==> src/logic/decode_pkg.sv <==
`default_nettype none

package decode_pkg;

   typedef logic [31:0] instr_t;        // one raw instruction word
   typedef logic [31:0] word_t;         // data word / 32 bit immediate
   typedef logic [4:0]  reg_idx_t;      // x0..x31
   typedef logic [4:0]  opcode_t;       // instr[6:2], low bits checked apart
   typedef logic [2:0]  funct3_t;
   typedef logic [4:0]  alu_op_t;
   typedef logic [2:0]  exec_stage_t;   // where execute goes next
   typedef logic [5:0]  branch_mask_t;  // one bit per branch condition
   typedef logic        s1_sel_t;       // alu operand 1 source
   typedef logic [1:0]  s2_sel_t;       // alu operand 2 source
   typedef logic [1:0]  reg_in_sel_t;   // register file write source

   // major opcodes, instr[6:2]
   localparam opcode_t OP_LOAD    = 5'b00000;
   localparam opcode_t OP_MISCMEM = 5'b00011;  // fence
   localparam opcode_t OP_OPIMM   = 5'b00100;
   localparam opcode_t OP_AUIPC   = 5'b00101;
   localparam opcode_t OP_STORE   = 5'b01000;
   localparam opcode_t OP_OP      = 5'b01100;
   localparam opcode_t OP_LUI     = 5'b01101;
   localparam opcode_t OP_BRANCH  = 5'b11000;
   localparam opcode_t OP_JALR    = 5'b11001;
   localparam opcode_t OP_JAL     = 5'b11011;  // bit 1 set, jalr has it clear
   localparam opcode_t OP_SYSTEM  = 5'b11100;

   // funct3 under OP / OP-IMM, same codes for the immediate forms
   localparam funct3_t FUNC_ADD_SUB = 3'b000;
   localparam funct3_t FUNC_SLL     = 3'b001;
   localparam funct3_t FUNC_SLT     = 3'b010;
   localparam funct3_t FUNC_SLTU    = 3'b011;
   localparam funct3_t FUNC_XOR     = 3'b100;
   localparam funct3_t FUNC_SRL_SRA = 3'b101;
   localparam funct3_t FUNC_OR      = 3'b110;
   localparam funct3_t FUNC_AND     = 3'b111;

   // funct3 under BRANCH, 010 and 011 undefined
   localparam funct3_t FUNC_BEQ  = 3'b000;
   localparam funct3_t FUNC_BNE  = 3'b001;
   localparam funct3_t FUNC_BLT  = 3'b100;
   localparam funct3_t FUNC_BGE  = 3'b101;
   localparam funct3_t FUNC_BLTU = 3'b110;
   localparam funct3_t FUNC_BGEU = 3'b111;

   localparam funct3_t FUNC_LW = 3'b010;       // word load

   localparam logic [6:0] FUNC7_MUL_DIV = 7'b0000001;  // M extension
   localparam logic [6:0] FUNC7_ALT     = 7'b0100000;  // sub / sra

   // alu operations
   localparam alu_op_t ALUOP_ADD    = 5'd0;
   localparam alu_op_t ALUOP_SUB    = 5'd1;
   localparam alu_op_t ALUOP_SLL    = 5'd2;
   localparam alu_op_t ALUOP_SLT    = 5'd3;
   localparam alu_op_t ALUOP_SLTU   = 5'd4;
   localparam alu_op_t ALUOP_XOR    = 5'd5;
   localparam alu_op_t ALUOP_SRL    = 5'd6;
   localparam alu_op_t ALUOP_SRA    = 5'd7;
   localparam alu_op_t ALUOP_OR     = 5'd8;
   localparam alu_op_t ALUOP_AND    = 5'd9;
   localparam alu_op_t ALUOP_MUL    = 5'd10;
   localparam alu_op_t ALUOP_MULH   = 5'd11;
   localparam alu_op_t ALUOP_MULHSU = 5'd12;
   localparam alu_op_t ALUOP_MULHU  = 5'd13;
   localparam alu_op_t ALUOP_DIV    = 5'd14;
   localparam alu_op_t ALUOP_DIVU   = 5'd15;
   localparam alu_op_t ALUOP_REM    = 5'd16;
   localparam alu_op_t ALUOP_REMU   = 5'd17;

   // datapath mux selects
   localparam s1_sel_t     MUX_ALUDAT1_REGVAL1 = 1'b0;
   localparam s1_sel_t     MUX_ALUDAT1_PC      = 1'b1;
   localparam s2_sel_t     MUX_ALUDAT2_REGVAL2 = 2'd0;
   localparam s2_sel_t     MUX_ALUDAT2_IMM     = 2'd1;
   localparam reg_in_sel_t MUX_REGINPUT_ALU    = 2'd0;
   localparam reg_in_sel_t MUX_REGINPUT_IMM    = 2'd1;

   // execute stage targets
   localparam exec_stage_t EXEC_TO_FETCH  = 3'd0;
   localparam exec_stage_t EXEC_TO_LOAD   = 3'd1;
   localparam exec_stage_t EXEC_TO_STORE  = 3'd2;
   localparam exec_stage_t EXEC_TO_BRANCH = 3'd3;
   localparam exec_stage_t EXEC_TO_SYSTEM = 3'd4;
   localparam exec_stage_t EXEC_TO_TRAP   = 3'd5;

endpackage

`default_nettype wire

==> src/logic/imm_gen.sv <==
`default_nettype none

module imm_gen #(
   parameter int XLEN = 32                        // immediate word width
) (
   input  wire decode_pkg::instr_t i_instr,
   output logic [XLEN-1:0]         o_imm
);

   decode_pkg::opcode_t opcode;
   decode_pkg::word_t   imm32;                    // raw 32 bit immediate
   logic                sext;                     // extend from bit 31

   assign opcode = i_instr[6:2];

   always_comb begin
      sext = 1'b1;                                // all but U sign-extend
      case (opcode)
         decode_pkg::OP_STORE: begin              // S format
            imm32 = {{20{i_instr[31]}}, i_instr[31:25], i_instr[11:7]};
         end
         decode_pkg::OP_BRANCH: begin             // B format, bit 0 always 0
            imm32 = {{19{i_instr[31]}}, i_instr[31], i_instr[7],
                     i_instr[30:25], i_instr[11:8], 1'b0};
         end
         decode_pkg::OP_LUI,
         decode_pkg::OP_AUIPC: begin              // U format, low 12 zero
            imm32 = {i_instr[31:12], 12'b0};
            sext  = 1'b0;                         // upper bits zero-filled
         end
         decode_pkg::OP_JAL: begin                // J format
            imm32 = {{11{i_instr[31]}}, i_instr[31], i_instr[19:12],
                     i_instr[20], i_instr[30:21], 1'b0};
         end
         default: begin                           // I format, meaningless for R-type
            imm32 = {{20{i_instr[31]}}, i_instr[31:20]};
         end
      endcase
   end

   // widen to XLEN, no-op at 32
   always_comb begin
      if (sext) begin
         o_imm = XLEN'($signed(imm32));           // replicate bit 31
      end else begin
         o_imm = XLEN'(imm32);                    // zero extend
      end
   end

endmodule

`default_nettype wire

==> src/logic/control_decode.sv <==
`default_nettype none

module control_decode (
   input  wire decode_pkg::instr_t        i_instr,
   output decode_pkg::alu_op_t            o_alu_op,
   output decode_pkg::s1_sel_t            o_s1_sel,
   output decode_pkg::s2_sel_t            o_s2_sel,
   output decode_pkg::reg_in_sel_t        o_reg_in_sel,
   output logic                           o_wb_from_alu,
   output logic                           o_wb_from_imm,
   output logic                           o_next_pc_from_alu,
   output logic                           o_write_reg,
   output decode_pkg::funct3_t            o_funct3,
   output decode_pkg::branch_mask_t       o_branch_mask,
   output decode_pkg::exec_stage_t        o_next_stage
);

   decode_pkg::opcode_t opcode;
   decode_pkg::funct3_t funct3;
   logic [6:0]          funct7;
   logic                full_word;               // low bits 11, not compressed
   logic                muldiv;                  // M extension under OP
   logic                alt;                     // sub / sra under OP

   assign opcode    = i_instr[6:2];
   assign funct3    = i_instr[14:12];
   assign funct7    = i_instr[31:25];
   assign full_word = (i_instr[1:0] == 2'b11);
   assign muldiv    = (funct7 == decode_pkg::FUNC7_MUL_DIV);
   assign alt       = (funct7 == decode_pkg::FUNC7_ALT);

   // compressed words see a word-load funct3
   assign o_funct3 = full_word ? funct3 : decode_pkg::FUNC_LW;

   // one-hot branch condition, zero for undefined funct3
   always_comb begin
      o_branch_mask = '0;
      if (full_word && opcode == decode_pkg::OP_BRANCH) begin
         case (funct3)
            decode_pkg::FUNC_BEQ:  o_branch_mask[0] = 1'b1;
            decode_pkg::FUNC_BNE:  o_branch_mask[1] = 1'b1;
            decode_pkg::FUNC_BLT:  o_branch_mask[2] = 1'b1;
            decode_pkg::FUNC_BGE:  o_branch_mask[3] = 1'b1;
            decode_pkg::FUNC_BLTU: o_branch_mask[4] = 1'b1;
            decode_pkg::FUNC_BGEU: o_branch_mask[5] = 1'b1;
            default:               o_branch_mask = '0;
         endcase
      end
   end

   always_comb begin
      o_alu_op           = decode_pkg::ALUOP_ADD;
      o_s1_sel           = decode_pkg::MUX_ALUDAT1_REGVAL1;
      o_s2_sel           = decode_pkg::MUX_ALUDAT2_REGVAL2;
      o_reg_in_sel       = decode_pkg::MUX_REGINPUT_ALU;
      o_wb_from_alu      = 1'b0;
      o_wb_from_imm      = 1'b0;
      o_next_pc_from_alu = 1'b0;
      o_write_reg        = 1'b0;
      o_next_stage       = decode_pkg::EXEC_TO_TRAP;  // unknown or compressed
      if (full_word) begin
         case (opcode)
            decode_pkg::OP_OP: begin              // reg-reg, M ops included
               case (funct3)
                  decode_pkg::FUNC_ADD_SUB: begin
                     if (muldiv)   o_alu_op = decode_pkg::ALUOP_MUL;
                     else if (alt) o_alu_op = decode_pkg::ALUOP_SUB;
                     else          o_alu_op = decode_pkg::ALUOP_ADD;
                  end
                  decode_pkg::FUNC_SLL: begin
                     o_alu_op = muldiv ? decode_pkg::ALUOP_MULH : decode_pkg::ALUOP_SLL;
                  end
                  decode_pkg::FUNC_SLT: begin
                     o_alu_op = muldiv ? decode_pkg::ALUOP_MULHSU : decode_pkg::ALUOP_SLT;
                  end
                  decode_pkg::FUNC_SLTU: begin
                     o_alu_op = muldiv ? decode_pkg::ALUOP_MULHU : decode_pkg::ALUOP_SLTU;
                  end
                  decode_pkg::FUNC_XOR: begin
                     o_alu_op = muldiv ? decode_pkg::ALUOP_DIV : decode_pkg::ALUOP_XOR;
                  end
                  decode_pkg::FUNC_SRL_SRA: begin
                     if (muldiv)   o_alu_op = decode_pkg::ALUOP_DIVU;
                     else if (alt) o_alu_op = decode_pkg::ALUOP_SRA;
                     else          o_alu_op = decode_pkg::ALUOP_SRL;
                  end
                  decode_pkg::FUNC_OR: begin
                     o_alu_op = muldiv ? decode_pkg::ALUOP_REM : decode_pkg::ALUOP_OR;
                  end
                  default: begin                  // FUNC_AND
                     o_alu_op = muldiv ? decode_pkg::ALUOP_REMU : decode_pkg::ALUOP_AND;
                  end
               endcase
               o_wb_from_alu = 1'b1;              // writeback happens in fetch
               o_next_stage  = decode_pkg::EXEC_TO_FETCH;
            end
            decode_pkg::OP_OPIMM: begin
               case (funct3)
                  decode_pkg::FUNC_SLL:  o_alu_op = decode_pkg::ALUOP_SLL;
                  decode_pkg::FUNC_SLT:  o_alu_op = decode_pkg::ALUOP_SLT;
                  decode_pkg::FUNC_SLTU: o_alu_op = decode_pkg::ALUOP_SLTU;
                  decode_pkg::FUNC_XOR:  o_alu_op = decode_pkg::ALUOP_XOR;
                  decode_pkg::FUNC_SRL_SRA: begin // srai has funct7 bit 5
                     o_alu_op = funct7[5] ? decode_pkg::ALUOP_SRA : decode_pkg::ALUOP_SRL;
                  end
                  decode_pkg::FUNC_OR:   o_alu_op = decode_pkg::ALUOP_OR;
                  decode_pkg::FUNC_AND:  o_alu_op = decode_pkg::ALUOP_AND;
                  default:               o_alu_op = decode_pkg::ALUOP_ADD;  // addi
               endcase
               o_s2_sel      = decode_pkg::MUX_ALUDAT2_IMM;
               o_wb_from_alu = 1'b1;
               o_next_stage  = decode_pkg::EXEC_TO_FETCH;
            end
            decode_pkg::OP_LOAD: begin            // address = rs1 + imm
               o_s2_sel     = decode_pkg::MUX_ALUDAT2_IMM;
               o_next_stage = decode_pkg::EXEC_TO_LOAD;
            end
            decode_pkg::OP_STORE: begin           // address = rs1 + imm
               o_s2_sel     = decode_pkg::MUX_ALUDAT2_IMM;
               o_next_stage = decode_pkg::EXEC_TO_STORE;
            end
            decode_pkg::OP_BRANCH: begin          // compare rs1 / rs2, mask picks test
               o_next_stage = decode_pkg::EXEC_TO_BRANCH;
            end
            decode_pkg::OP_JAL,
            decode_pkg::OP_JALR: begin
               o_write_reg        = 1'b1;         // link written in decode
               o_reg_in_sel       = decode_pkg::MUX_REGINPUT_ALU;
               o_s1_sel           = (opcode == decode_pkg::OP_JAL) ?
                                    decode_pkg::MUX_ALUDAT1_PC : decode_pkg::MUX_ALUDAT1_REGVAL1;
               o_s2_sel           = decode_pkg::MUX_ALUDAT2_IMM;
               o_next_pc_from_alu = 1'b1;         // target from alu sum
               o_next_stage       = decode_pkg::EXEC_TO_FETCH;
            end
            decode_pkg::OP_AUIPC: begin           // pc + imm
               o_s1_sel      = decode_pkg::MUX_ALUDAT1_PC;
               o_s2_sel      = decode_pkg::MUX_ALUDAT2_IMM;
               o_wb_from_alu = 1'b1;
               o_next_stage  = decode_pkg::EXEC_TO_FETCH;
            end
            decode_pkg::OP_LUI: begin             // imm straight to rd
               o_wb_from_imm = 1'b1;
               o_reg_in_sel  = decode_pkg::MUX_REGINPUT_IMM;
               o_next_stage  = decode_pkg::EXEC_TO_FETCH;
            end
            decode_pkg::OP_MISCMEM: o_next_stage = decode_pkg::EXEC_TO_FETCH;   // fence as nop
            decode_pkg::OP_SYSTEM:  o_next_stage = decode_pkg::EXEC_TO_SYSTEM;
            default:                o_next_stage = decode_pkg::EXEC_TO_TRAP;
         endcase
      end
   end

endmodule

`default_nettype wire

==> src/logic/instr_decoder.sv <==
`default_nettype none

module instr_decoder #(
   parameter int XLEN = 32                             // immediate width, 64 also builds
) (
   input  wire                            i_clk,
   input  wire                            i_reset,
   input  wire                            i_en,       // load strobe from execute
   input  wire decode_pkg::instr_t        i_instr,
   output decode_pkg::reg_idx_t           o_rs1,
   output decode_pkg::reg_idx_t           o_rs2,
   output decode_pkg::reg_idx_t           o_rd,
   output logic [XLEN-1:0]                o_imm,
   output decode_pkg::alu_op_t            o_alu_op,
   output decode_pkg::s1_sel_t            o_s1_sel,
   output decode_pkg::s2_sel_t            o_s2_sel,
   output decode_pkg::reg_in_sel_t        o_reg_in_sel,
   output logic                           o_wb_from_alu,
   output logic                           o_wb_from_imm,
   output logic                           o_next_pc_from_alu,
   output logic                           o_write_reg,
   output decode_pkg::funct3_t            o_funct3,
   output decode_pkg::branch_mask_t       o_branch_mask,
   output decode_pkg::exec_stage_t        o_next_stage
);

   logic [XLEN-1:0]            imm;                  // comb decode results
   decode_pkg::alu_op_t        alu_op;
   decode_pkg::s1_sel_t        s1_sel;
   decode_pkg::s2_sel_t        s2_sel;
   decode_pkg::reg_in_sel_t    reg_in_sel;
   logic                       wb_from_alu;
   logic                       wb_from_imm;
   logic                       next_pc_from_alu;
   logic                       write_reg;
   decode_pkg::funct3_t        funct3;
   decode_pkg::branch_mask_t   branch_mask;
   decode_pkg::exec_stage_t    next_stage;

   // register file is read during decode, so indices bypass the register
   assign o_rs1 = i_instr[19:15];
   assign o_rs2 = i_instr[24:20];
   assign o_rd  = i_instr[11:7];

   imm_gen #(
      .XLEN (XLEN)
   ) imm_gen_i (
      .i_instr (i_instr),
      .o_imm   (imm)
   );

   control_decode control_decode_i (
      .i_instr            (i_instr),
      .o_alu_op           (alu_op),
      .o_s1_sel           (s1_sel),
      .o_s2_sel           (s2_sel),
      .o_reg_in_sel       (reg_in_sel),
      .o_wb_from_alu      (wb_from_alu),
      .o_wb_from_imm      (wb_from_imm),
      .o_next_pc_from_alu (next_pc_from_alu),
      .o_write_reg        (write_reg),
      .o_funct3           (funct3),
      .o_branch_mask      (branch_mask),
      .o_next_stage       (next_stage)
   );

   always_ff @(posedge i_clk) begin
      if (i_reset) begin                              // inactive decode
         o_imm              <= '0;
         o_alu_op           <= decode_pkg::ALUOP_ADD;
         o_s1_sel           <= decode_pkg::MUX_ALUDAT1_REGVAL1;
         o_s2_sel           <= decode_pkg::MUX_ALUDAT2_REGVAL2;
         o_reg_in_sel       <= decode_pkg::MUX_REGINPUT_ALU;
         o_wb_from_alu      <= 1'b0;
         o_wb_from_imm      <= 1'b0;
         o_next_pc_from_alu <= 1'b0;
         o_write_reg        <= 1'b0;
         o_funct3           <= '0;
         o_branch_mask      <= '0;
         o_next_stage       <= decode_pkg::EXEC_TO_FETCH;
      end else if (i_en) begin                        // capture, else hold
         o_imm              <= imm;
         o_alu_op           <= alu_op;
         o_s1_sel           <= s1_sel;
         o_s2_sel           <= s2_sel;
         o_reg_in_sel       <= reg_in_sel;
         o_wb_from_alu      <= wb_from_alu;
         o_wb_from_imm      <= wb_from_imm;
         o_next_pc_from_alu <= next_pc_from_alu;
         o_write_reg        <= write_reg;
         o_funct3           <= funct3;
         o_branch_mask      <= branch_mask;
         o_next_stage       <= next_stage;
      end
   end

endmodule

`default_nettype wire

==> config.mk <==
export PLATFORM = sky130hd
export DESIGN_NAME = instr_decoder
export DESIGN_NICKNAME = d
export VERILOG_FILES = /design/src/logic/decode_pkg.sv /design/src/logic/imm_gen.sv /design/src/logic/control_decode.sv /design/src/logic/instr_decoder.sv
export SDC_FILE = /design/constraint.sdc
export NUM_CORES = 1
export LEC_CHECK = 0
export ABC_CLOCK_PERIOD_IN_PS = 3200
export BUFFER_PORTS_ARGS = -buffer_cell sky130_fd_sc_hd__buf_2
export CORE_ASPECT_RATIO = 1.25
export CORE_MARGIN = 2
export CORE_UTILIZATION = 41
export CTS_CLUSTER_SIZE = 25
export DETAILED_ROUTE_END_ITERATION = 8
export GPL_ROUTABILITY_DRIVEN = 1
export PLACE_DENSITY = 0.7
export SLEW_MARGIN = 0
export SYNTH_ARGS = -nofsm -noshare
export SYNTH_HDL_FRONTEND = slang
export SYNTH_SLANG_ARGS = --single-unit
export TNS_END_PERCENT = 30
==> constraint.sdc <==
create_clock -name i_clk -period 3.2 [get_ports i_clk]
set_input_delay 0.16 -clock i_clk [delete_from_list [all_inputs] [get_ports i_clk]]
set_output_delay 0.16 -clock i_clk [all_outputs]
set_load 0.005 [all_outputs]
==> results.yml <==
setup_path:
  path_class: "primary input to flip-flop"
  start_kind: "primary input"
  endpoint_kind: "flip-flop"
  crit_arrival_ns: 1.78
  critPathMaxFanout: 12
  cp.required_ns: 3.43
clocking:
  clkLatencyLatePin_ns: 0.31
  cts_post_setup_buffers_inserted: 0
  cts_max_level: 2
  clkSinkCount: 54
  cts_buffers: 5
  clk_path_buf_depth: 2
  root_buffer: "clkbuf_8"
  ctsResizeCount: 0
  tritoncts: "done"
  clk_pin_slew_ns: 0.09
  cts_hold_buf: 0
yosys:
  synth_area_leaders: "dfxtp_1 (41%), nor2_1 (7.6%), a211oi_1 (6.3%)"
  yosysUniqueCellTypes: 46
  avgSynthCellArea_sq_um: 8.25
  yosys.area.top_type: "dfxtp_1"
  syn_area_sq_mm: 0.00261
  ys.flop_type: "dfxtp_1"
  ys_ff_latch: 54
  synthDominantCellAreaShare_pct: 41.5
  synth_edf_count: 0
  synthCells: 316
  synth_warnings: 0
  synth-seq-area-share_pct: 41.5
  synth.most_common_cell: "dfxtp_1"
  async_flop_share_pct: 0
  yosys-top-cells-count: "dfxtp_1 (54), nor2_1 (53), nor3_1 (28)"
global_route:
  grt_max_degree: 56
  busiest_layer: "met2"
  grt_pass1_wl_um: 11000
  grt_util_met3_pct: 4.42
  grt_overflow: 0
  track_usage_pct: 20.1
  antenna_found_initial: 0
  gr-usage-met2_pct: 34.3
  grtUsageMet1_pct: 24.6
  grt_pass1_vias: 2385
routing:
  ant_nets: 0
  routed_wl_um: 7130
  via_count: 2566
  first_iter_violations: 152
  drt_drc_violations_left: 0
  drt_pass1_iterations: 4
  viasPerCell: 5.44
  wl_per_cell_um: 15.1
layout:
  largest_register: "o_imm"
  fillerInstances: 650
  largest_reg_flops: 32
  final_layout_size_suffix_gt1_share_pct: 32.0
  diodes: 0
  layoutNonFillerInstCount: 472
  fin_nets: 421
  area_delta_synth_final_pct: 19.4
  reg.largest.list: "o_imm: 32 flops, o_branch_mask: 6 flops, o_alu_op: 5 flops"
power_and_ir_drop:
  leakage_nw: 1.34
  powerDensity_mw_per_mm2: 451
  ir_drop_mv: 0.165
sta:
  rsz0062_at_grt: "false"
  period_share_pct: 48.4
  fmax_ghz: 0.646
  slew_violations: 0
  finClkSkew_ns: 0
  hold_viol: 0
  slew_headroom_pct: 34.7
  worst_pin_slew_ns: 0.980
  tns_ns: 0
  post-route-min-period_ns: 1.55
  setup_viol: 0
place:
  gp_congestion: 0.785
  place_inst: 464
  io_buffers: 105
  hpwl_um: 4930
floorplan:
  rows: 32
  die-area_sq_mm: 0.00702
  die_w_um: 75.3
  die-height_um: 93.2
  coreArea_sq_mm: 0.00617
  start_util_pct: 42.3
  pin_count: 108
worst_hold_path:
  hold_path_class: "primary input to flip-flop"
run:
  cap_violations: 0
outcome:
  outcome: "finished clean"
## per-stage QoR
step	total power [mW]	setup slack (ns)	hold slack [ns]	cell area (sq um)	utilization (%)
2_1_floorplan	0.877	1.82	0.307	2610	-
5_1_grt	1.48	1.51	0.142	3110	50.5
3_5_place_dp	0.956	1.31	0.455	3000	48.7
3_3_place_gp	0.952	1.37	0.449	3000	48.7
6_report	1.40	1.65	0.144	3110	50.5
4_1_cts	1.42	1.62	0.135	3110	50.5
## cells in the final DEF (no fill, tap or decap), types with 2 or more instances in the layout
| cell type | instances |
|---|---|
| buf_2 | 105 |
| dfxtp_1 | 54 |
| nor2_1 | 53 |
| nor3_1 | 28 |
| a211oi_1 | 22 |
| nand2_1 | 18 |
| a21oi_1 | 13 |
| a22oi_1 | 9 |
| nand3_1 | 8 |
| a221oi_1 | 5 |
| nand2b_1 | 5 |
| clkbuf_8 | 5 |
| a32oi_1 | 4 |
| inv_1 | 3 |
| and2_1 | 3 |
| nand3b_1 | 3 |
| nor3b_1 | 3 |
| o21ai_0 | 3 |
| o22ai_1 | 3 |
| buf_4 | 3 |
| and3_1 | 2 |
| o211ai_1 | 2 |
| nor2b_1 | 2 |
| a311oi_1 | 2 |
| nor4b_1 | 2 |
| a2bb2oi_1 | 2 |
| a31oi_1 | 2 |
| mux2i_1 | 2 |
| nand4_1 | 2 |
| conb_1 | 2 |
| clkinvlp_4 | 2 |
## path summary, 6_finish.rpt
| check | startpoint | end | slack, ns | cells after the start |
|---|---|---|---|---|
| max | i_instr[4] | o_imm[22]$_SDFFE_PP0P_ | 1.65 | 5 |
| min | i_instr[28] | o_imm[8]$_SDFFE_PP0P_ | 0.14 | 3 |
| max reg2reg | o_s1_sel$_SDFFE_PP0P_ | o_s1_sel$_SDFFE_PP0P_ | 2.40 | 2 |
| min reg2reg | o_imm[6]$_SDFFE_PP0P_ | o_imm[6]$_SDFFE_PP0P_ | 0.46 | 2 |
## area by class of cell
| type | count | area (sq um) | share of cell area (%) |
|---|---|---|---|
| clock buffers | 5 | 68.8 | 2.21 |
| multi-input cells | 214 | 1250 | 40.3 |
| well taps | 85 | 106 | 3.42 |
| flip-flops and latches | 54 | 1080 | 34.7 |
| clock inverters | 3 | 45.0 | 1.45 |
| inverters | 3 | 11.3 | 0.362 |
| repair buffers | 108 | 548 | 17.6 |
## per-layer routing
metal | up-vias | share of wire, %
met1 | 1217 | 43
met4 | 0 | 1.5
met2 | 91 | 49
met5 | - | 0
met3 | 10 | 6.5
li1 | 1248 | -
## worst max-delay path: stages
cell,delay [ns]
buf_2,0.19
or3b_4,0.43
nor2_1,0.62
a211oi_1,0.18
nor3_1,0.19
## cells by family (layout without fill, tap and decap cells)
| logic type | after synthesis | in the layout | synth area share (%) |
|---|---|---|---|
| xor+xnor | 1 | 1 | 0.336 |
| simple gates | 138 | 138 | 26.9 |
| mux | 2 | 2 | 0.768 |
| flops | 54 | 54 | 41.5 |
| buf+inv | 49 | 119 | 10.6 |
| other cells | 1 | 2 | 0.144 |
| compound gates | 71 | 71 | 19.8 |
## power by group
group	switching (mW)	internal [mW]	leakage, nW
logic	0.131	0.0902	0.845
clock network	0.231	0.233	0.0504
registers	0.0154	0.704	0.444
total	0.378	1.03	1.34
No activity file was read; power rests on OpenSTA's default activity.
